==> src/source/msp16Pkg.sv <==
package msp16Pkg;

   localparam int dataW    = 16;                    // Register and data width
   localparam int regIdxW  = 4;                     // Register index width
   localparam int numRegs  = 16;                    // R0 to R15
   localparam int axiAddrW = 8;                     // Debug bus byte address
   localparam int axiDataW = 32;                    // Debug bus data width

   localparam logic [regIdxW-1:0] regPc = 4'd0;     // Program counter
   localparam logic [regIdxW-1:0] regSp = 4'd1;     // Stack pointer
   localparam logic [regIdxW-1:0] regSr = 4'd2;     // Status register, also CG1
   localparam logic [regIdxW-1:0] regCg = 4'd3;     // Constant generator CG2

   localparam logic [3:0] fmt1MinOp = 4'h4;         // Lowest double-operand nibble

   // Constants produced by R2 and R3
   localparam logic [dataW-1:0] cgZero     = 16'h0000;
   localparam logic [dataW-1:0] cgOne      = 16'h0001;
   localparam logic [dataW-1:0] cgTwo      = 16'h0002;
   localparam logic [dataW-1:0] cgFour     = 16'h0004;
   localparam logic [dataW-1:0] cgEight    = 16'h0008;
   localparam logic [dataW-1:0] cgMinusOne = 16'hFFFF;

   typedef struct packed {
      logic [3:0]         opcode;                   // 4 and up
      logic [regIdxW-1:0] srcReg;
      logic               dstMode;                  // Ad
      logic               byteOp;                   // B/W
      logic [1:0]         srcMode;                  // As
      logic [regIdxW-1:0] dstReg;
   } opFmt1;

   typedef struct packed {
      logic [8:0]         opcode;
      logic               byteOp;
      logic [1:0]         mode;
      logic [regIdxW-1:0] regIdx;                   // Single operand register
   } opFmt2;

   typedef union packed {
      opFmt1            f1;                         // Double operand view
      opFmt2            f2;                         // Single operand view
      logic [dataW-1:0] raw;
   } instrWord;

   typedef struct packed {
      logic [regIdxW-1:0] srcReg;
      logic [regIdxW-1:0] dstReg;
      logic [1:0]         srcMode;
      logic               dstMode;
      logic               byteOp;
   } opFields;

   typedef struct packed {
      logic [axiAddrW-1:0] awaddr;
      logic                awvalid;
      logic [axiDataW-1:0] wdata;
      logic                wvalid;
      logic                bready;
      logic [axiAddrW-1:0] araddr;
      logic                arvalid;
      logic                rready;
   } axiReq;

   typedef struct packed {
      logic                awready;
      logic                wready;
      logic                bvalid;
      logic                arready;
      logic                rvalid;
      logic [axiDataW-1:0] rdata;
   } axiRsp;

   typedef struct packed {
      logic               valid;                    // Pending debug write
      logic [regIdxW-1:0] index;
      logic [dataW-1:0]   data;
   } dbgWr;

endpackage

==> src/source/instrDecode.sv <==
`timescale 1ns/1ns

module instrDecode
   import msp16Pkg::*;
(
   input  instrWord instr,                          // Raw instruction word
   output opFields  fields                          // Decoded operand fields
);

   logic isFmt1;                                    // Double operand word

   // Top nibble 4..F is double operand, the rest single operand or jump
   assign isFmt1 = (instr.f1.opcode >= fmt1MinOp);

   always_comb
   begin
      if (isFmt1)
      begin
         fields.srcReg  = instr.f1.srcReg;
         fields.dstReg  = instr.f1.dstReg;
         fields.srcMode = instr.f1.srcMode;
         fields.dstMode = instr.f1.dstMode;
         fields.byteOp  = instr.f1.byteOp;
      end
      else
      begin
         // One register serves as both source and destination
         fields.srcReg  = instr.f2.regIdx;
         fields.dstReg  = instr.f2.regIdx;
         fields.srcMode = instr.f2.mode;
         fields.dstMode = instr.f2.mode[0];         // Low mode bit only
         fields.byteOp  = instr.f2.byteOp;          // Jumps land here too
      end
   end

endmodule

==> src/source/constGen.sv <==
`timescale 1ns/1ns

module constGen
   import msp16Pkg::*;
(
   input  opFields          fields,                 // Decoded operand fields
   output logic             constValid,             // Source is a constant
   output logic [dataW-1:0] constVal                // Generated constant
);

   always_comb
   begin
      constValid = 1'b0;                            // Default is a real read
      constVal   = cgZero;
      if (fields.srcReg == regSr)
      begin
         // R2 mode 0 is the status register itself
         case (fields.srcMode)
            2'd1:    constVal = cgZero;             // Absolute addressing base
            2'd2:    constVal = cgFour;
            2'd3:    constVal = cgEight;
            default: constVal = cgZero;
         endcase
         constValid = (fields.srcMode != 2'd0);
      end
      else if (fields.srcReg == regCg)
      begin
         constValid = 1'b1;                         // R3 is always a constant
         case (fields.srcMode)
            2'd0:    constVal = cgZero;
            2'd1:    constVal = cgOne;
            2'd2:    constVal = cgTwo;
            default: constVal = cgMinusOne;
         endcase
      end
   end

endmodule

==> src/source/regFile.sv <==
`timescale 1ns/1ns

module regFile
   import msp16Pkg::*;
(
   input  logic               clk,
   input  logic               rstN,
   input  opFields            fields,               // Read and write addresses
   input  logic               rw,                   // Core write-back enable
   input  logic [dataW-1:0]   din,                  // Core write-back data
   input  logic [dataW-1:0]   pcIn,                 // Next PC
   input  logic [dataW-1:0]   srIn,                 // Flag update value
   input  logic               srWe,                 // Flag update enable
   input  dbgWr               dbgW,                 // Debug write request
   output logic               dbgGrant,             // Debug write may proceed
   input  logic [regIdxW-1:0] dbgRdIdx,             // Debug read address
   output logic [dataW-1:0]   dbgRdData,
   output logic [dataW-1:0]   srcRaw,               // Source before constant mux
   output logic [dataW-1:0]   dstRaw,
   output logic [dataW-1:0]   pcOut,
   output logic [dataW-1:0]   spOut,
   output logic [dataW-1:0]   srOut
);

   logic [dataW-1:0]   regs [numRegs];              // R0 to R15
   logic               wrEn;                        // Shared write port active
   logic [regIdxW-1:0] wrIdx;
   logic [dataW-1:0]   wrData;
   logic               wrPc;                        // Explicit write to R0
   logic               wrSr;                        // Explicit write to R2
   logic               wrGen;                       // Write to R1 or R4..R15

   // Core owns the port whenever it writes
   assign dbgGrant = ~rw;
   assign wrEn     = rw | dbgW.valid;
   assign wrIdx    = rw ? fields.dstReg : dbgW.index;
   assign wrData   = rw ? din : dbgW.data;

   assign wrPc  = wrEn && (wrIdx == regPc);
   assign wrSr  = wrEn && (wrIdx == regSr);
   assign wrGen = wrEn && (wrIdx != regPc) && (wrIdx != regSr) && (wrIdx != regCg);

   always_ff @(posedge clk or negedge rstN)
   begin
      if (!rstN)
      begin
         for (int i = 0; i < numRegs; i++)
         begin
            regs[i] <= '0;
         end
      end
      else
      begin
         // PC loads every edge
         if (wrPc)
         begin
            regs[regPc] <= wrData;
         end
         else
         begin
            regs[regPc] <= pcIn;
         end

         // Explicit write beats the flag update
         if (wrSr)
         begin
            regs[regSr] <= wrData;
         end
         else if (srWe)
         begin
            regs[regSr] <= srIn;
         end

         if (wrGen)
         begin
            regs[wrIdx] <= wrData;                  // R3 never lands here
         end
      end
   end

   // Combinational reads of last edge state
   assign srcRaw    = regs[fields.srcReg];
   assign dstRaw    = regs[fields.dstReg];
   assign dbgRdData = regs[dbgRdIdx];
   assign pcOut     = regs[regPc];
   assign spOut     = regs[regSp];
   assign srOut     = regs[regSr];

endmodule

==> src/source/debugAxiLite.sv <==
`timescale 1ns/1ns

module debugAxiLite
   import msp16Pkg::*;
(
   input  logic               clk,
   input  logic               rstN,
   input  axiReq              req,                  // Host to slave
   output axiRsp              rsp,                  // Slave to host
   output dbgWr               dbgW,                 // Write request to regFile
   input  logic               dbgGrant,             // Low while core writes
   output logic [regIdxW-1:0] dbgRdIdx,
   input  logic [dataW-1:0]   dbgRdData
);

   logic               wrPend;                      // Holding a write for the port
   logic               bvalidQ;
   logic [regIdxW-1:0] wrIdxQ;
   logic [dataW-1:0]   wrDataQ;
   logic               wrIdle;                      // Ready for AW and W
   logic               wrAccept;
   logic               rdPend;                      // Index captured, data next
   logic               rvalidQ;
   logic [regIdxW-1:0] rdIdxQ;
   logic [dataW-1:0]   rdataQ;
   logic               rdIdle;
   logic               rdAccept;

   assign wrIdle   = ~wrPend & ~bvalidQ;
   assign wrAccept = wrIdle & req.awvalid & req.wvalid;   // Address and data together
   assign rdIdle   = ~rdPend & ~rvalidQ;
   assign rdAccept = rdIdle & req.arvalid;

   always_ff @(posedge clk or negedge rstN)
   begin
      if (!rstN)
      begin
         wrPend  <= 1'b0;
         bvalidQ <= 1'b0;
         rdPend  <= 1'b0;
         rvalidQ <= 1'b0;
      end
      else
      begin
         if (wrAccept)
            wrPend <= 1'b1;
         else if (wrPend && dbgGrant)
            wrPend <= 1'b0;                         // Written this edge
         if (wrPend && dbgGrant)
            bvalidQ <= 1'b1;
         else if (bvalidQ && req.bready)
            bvalidQ <= 1'b0;
         rdPend <= rdAccept;                        // One cycle to fetch data
         if (rdPend)
            rvalidQ <= 1'b1;
         else if (rvalidQ && req.rready)
            rvalidQ <= 1'b0;
      end
   end

   // Payload capture
   always_ff @(posedge clk)
   begin
      if (wrAccept)
      begin
         wrIdxQ  <= req.awaddr[5:2];                // Word address
         wrDataQ <= req.wdata[dataW-1:0];           // Low half only
      end
      if (rdAccept)
         rdIdxQ <= req.araddr[5:2];
      if (rdPend)
         rdataQ <= dbgRdData;
   end

   assign dbgW.valid = wrPend;
   assign dbgW.index = wrIdxQ;
   assign dbgW.data  = wrDataQ;
   assign dbgRdIdx   = rdIdxQ;

   assign rsp.awready = wrIdle;
   assign rsp.wready  = wrIdle;
   assign rsp.bvalid  = bvalidQ;
   assign rsp.arready = rdIdle;                     // Low while a read is in flight
   assign rsp.rvalid  = rvalidQ;
   assign rsp.rdata   = {{(axiDataW-dataW){1'b0}}, rdataQ};   // Zero-extended

endmodule

==> src/source/msp16RegCore.sv <==
`timescale 1ns/1ns

module msp16RegCore
   import msp16Pkg::*;
(
   input  logic             clk,
   input  logic             rstN,
   input  instrWord         instr,                  // Current instruction
   input  logic             rw,                     // Write-back enable
   input  logic [dataW-1:0] din,                    // Write-back data
   input  logic [dataW-1:0] pcIn,
   input  logic [dataW-1:0] srIn,
   input  logic             srWe,
   input  axiReq            dbgReq,                 // Debug host request
   output logic [dataW-1:0] srcOperand,
   output logic [dataW-1:0] dstOperand,
   output logic             isConst,                // Source from constant generator
   output logic [dataW-1:0] pcOut,
   output logic [dataW-1:0] spOut,
   output logic [dataW-1:0] srOut,
   output logic             byteOp,
   output axiRsp            dbgRsp                  // Debug host response
);

   opFields            fields;
   logic               constValid;
   logic [dataW-1:0]   constVal;
   logic [dataW-1:0]   srcRaw;                      // Register value before mux
   dbgWr               dbgW;
   logic               dbgGrant;
   logic [regIdxW-1:0] dbgRdIdx;
   logic [dataW-1:0]   dbgRdData;

   instrDecode uDecode (
      .instr  (instr),
      .fields (fields)
   );

   constGen uConstGen (
      .fields     (fields),
      .constValid (constValid),
      .constVal   (constVal)
   );

   regFile uRegFile (
      .clk       (clk),
      .rstN      (rstN),
      .fields    (fields),
      .rw        (rw),
      .din       (din),
      .pcIn      (pcIn),
      .srIn      (srIn),
      .srWe      (srWe),
      .dbgW      (dbgW),
      .dbgGrant  (dbgGrant),
      .dbgRdIdx  (dbgRdIdx),
      .dbgRdData (dbgRdData),
      .srcRaw    (srcRaw),
      .dstRaw    (dstOperand),
      .pcOut     (pcOut),
      .spOut     (spOut),
      .srOut     (srOut)
   );

   debugAxiLite uDebug (
      .clk       (clk),
      .rstN      (rstN),
      .req       (dbgReq),
      .rsp       (dbgRsp),
      .dbgW      (dbgW),
      .dbgGrant  (dbgGrant),
      .dbgRdIdx  (dbgRdIdx),
      .dbgRdData (dbgRdData)
   );

   // Constant replaces the register value
   assign srcOperand = constValid ? constVal : srcRaw;
   assign isConst    = constValid;
   assign byteOp     = fields.byteOp;

endmodule

==> config.mk <==
export PLATFORM = sky130hd
export DESIGN_NAME = msp16RegCore
export DESIGN_NICKNAME = d
export VERILOG_FILES = /design/src/source/msp16Pkg.sv /design/src/source/instrDecode.sv /design/src/source/constGen.sv /design/src/source/regFile.sv /design/src/source/debugAxiLite.sv /design/src/source/msp16RegCore.sv
export SDC_FILE = /design/constraint.sdc
export NUM_CORES = 1
export LEC_CHECK = 0
export BUFFER_PORTS_ARGS = -buffer_cell sky130_fd_sc_hd__buf_2
export CAP_MARGIN = 15
export CORE_MARGIN = 4
export CORE_UTILIZATION = 60
export CTS_CLUSTER_DIAMETER = 80
export DETAILED_ROUTE_END_ITERATION = 16
export GPL_TIMING_DRIVEN = 0
export HOLD_SLACK_MARGIN = 0.08
export PLACE_DENSITY = 0.8
export SYNTH_ARGS = -nofsm -noshare
export SYNTH_HDL_FRONTEND = slang
export SYNTH_HIERARCHICAL = 1
export SYNTH_SLANG_ARGS = --single-unit
==> constraint.sdc <==
create_clock -name clk -period 7.1 [get_ports clk]
set_input_delay 1.42 -clock clk [delete_from_list [all_inputs] [get_ports clk]]
set_output_delay 1.42 -clock clk [all_outputs]
set_load 0.02 [all_outputs]
==> out/metrics.yaml <==
run_status:
  status: "finished clean"
detailed_routing:
  vias: 14300
  detail-route-antenna-nets: 0
  met3WireLength_um: 10100
  post_drt_wl_per_cell_um: 31.3
  drt-total-wl_um: 63800
  vias_per_cell: 6.99
  first_iter_violations: 1931
  firstDrtPassIters: 6
  wl_met1_um: 22400
  top_layer: "met5"
  drc_errors: 0
  route.met2.wl_um: 27300
layout:
  fillCellCount: 2080
  design_area_um2: 21000
  multi_input_area_um2: 8980
  drive_gt1_frac: 0.364
  fin_nets: 1745
  ff_latch_area_um2: 7710
  area_delta_synth_final_pct: 15.3
  finalNonFillerCells: 2041
clocking:
  path_clk_slew_ns: 0.06
  cts.sinks: 300
  clock_path_buffers: 3
  postCtsSetupRepairBufs: 0
  cts_resized: 0
  worstSkewPairLatency_ns: 0.52
  cts_tree: "done"
  cts_made_buffers: 34
  cts_root_buf: "clkbuf_16"
  ctsHoldBuffers: 0
  h-tree-depth: 2
die:
  std_cell_rows: 63
  die_x_um: 182
  dieHeight_um: 182
  ios: 240
  start_util: 0.612
  die_area_um2: 33200
  core_area_um2: 29800
sta:
  timing.slew.headroom: 0.187
  fin_crit_ns: 6.20
  finClkSkew_ns: 0.0133
  fin_crit_sh: 0.873
  setup_viol: 0
  rsz0062_at_grt: "false"
  tightest_slew_ns: 1.22
  max_freq_mhz: 161
  slew_violations: 0
  hold_violations: 0
  layout_setup_ws_ns: 0.902
  finalSetupTns_ns: 0
pwr:
  p_per_area_nw_per_um2: 314
  peakVddDrop_v: 0.000229
  power_leakage_nw: 9.49
  power.total_w: 0.00661
critical_path:
  r2r-start: "uDebug/wrPend$_DFFE_PN0P_"
  cp-end-kind: "output pin"
  critPathCapture: "srcOperand[12]"
  cp_cell_sequence: "buf_2 > nor2_4 > mux2_2 > clkbuf_1 > buf_1 > mux4_1 > mux4_2 > mux2_4 > buf_2"
  reg2reg_slack_ns: 4.36
  slowest_stage: "buf_1"
  crit_fanout: 10
  cp_common_cell: "buf_2"
  r2r_cells: 5
  cp-startpoint: "instr[15]"
  worstPathArrival_ns: 4.78
  max_stage_delay_ns: 0.79
  crit_type: "input pin to output pin"
  critPathLaunchType: "input pin"
  r2r_end: "uRegFile/pcOut[0]$_DFF_PN0_"
  required_ns: 5.68
grt:
  grt_pass1_wl_um: 93100
  grt_overflow_total: 0
  antenna_found_initial: 2
  grt_max_degree: 116
  grt_pass1_vias: 14200
  gr-usage-all-layers: 0.385
placed_design:
  gp_congestion: 1.01
  hpwl_um: 45900
  portBuffers: 192
  place_area_um2: 19800
  dpl_worst_slack_ns: 1.11
  placed_cells: 1978
min_path:
  min_path_type: "register to register"
  whs_path_depth: 1
yosys:
  syn-cell-area_um2: 18200
  syn_area_per_cell_um2: 13.2
  synth_cells: 1379
  ys_warn_count: 6
run:
  drv_cap: 0
## where the power goes
group	total (W)	switching (W)	internal, W
clock network	0.00192	0.000724	0.00119
registers	0.00263	0.000475	0.00215
logic	0.00206	0.00102	0.00104
## final cells by class
type | count | area share
well taps | 390 | 0.0232
repair buffers | 194 | 0.0488
flip-flops and latches | 300 | 0.367
inverters | 5 | 0.000893
clock buffers | 43 | 0.0465
plain buffers | 231 | 0.0750
multi-input cells | 858 | 0.427
clock inverters | 19 | 0.0116
diodes | 1 | 0.000119
## cells in the final DEF, fill, tap and decap left out, types with 8 or more instances in the layout
| cell | instances |
|---|---|
| a21oi_1 | 65 |
| buf_1 | 8 |
| buf_2 | 234 |
| buf_4 | 93 |
| buf_6 | 22 |
| clkbuf_1 | 56 |
| clkbuf_16 | 37 |
| clkbuf_8 | 9 |
| conb_1 | 16 |
| dfrtp_1 | 260 |
| edfxtp_1 | 40 |
| mux2_2 | 10 |
| mux2_4 | 10 |
| mux2i_1 | 51 |
| mux4_1 | 83 |
| mux4_2 | 148 |
| nand2_1 | 173 |
| nor2_1 | 66 |
| nor2b_1 | 8 |
| o21ai_0 | 152 |
| o21ai_1 | 10 |
| o22ai_1 | 8 |
## per-layer routing
| metal | vias to the layer above | track usage |
|---|---|---|
| met4 | 4 | 0.189 |
| met1 | 6985 | 0.515 |
| met2 | 1317 | 0.556 |
| met5 | - | 0 |
| met3 | 269 | 0.154 |
| li1 | 5683 | - |
## through the flow
stage,hold slack (ns),util
4_1_cts,0.498,0.706
3_5_place_dp,0.483,0.665
6_report,0.496,0.706
5_1_grt,0.524,0.706
2_1_floorplan,0.451,-
3_3_place_gp,0.465,0.662
## worst min-delay path by stage
stage / from / endpoint
final: register / register
after global routing: register / register
after CTS: register / register
after detailed placement: register / register
after global placement: register / register
after floorplan: register / register
## critical path, delay by kind of cell
kind | cells | cell delay, ns
buffers and inverters | 4 | 1.61
muxes | 4 | 1.58
and+or+nand+nor | 1 | 0.14
Note: power is estimated with default switching activity, not from simulation.
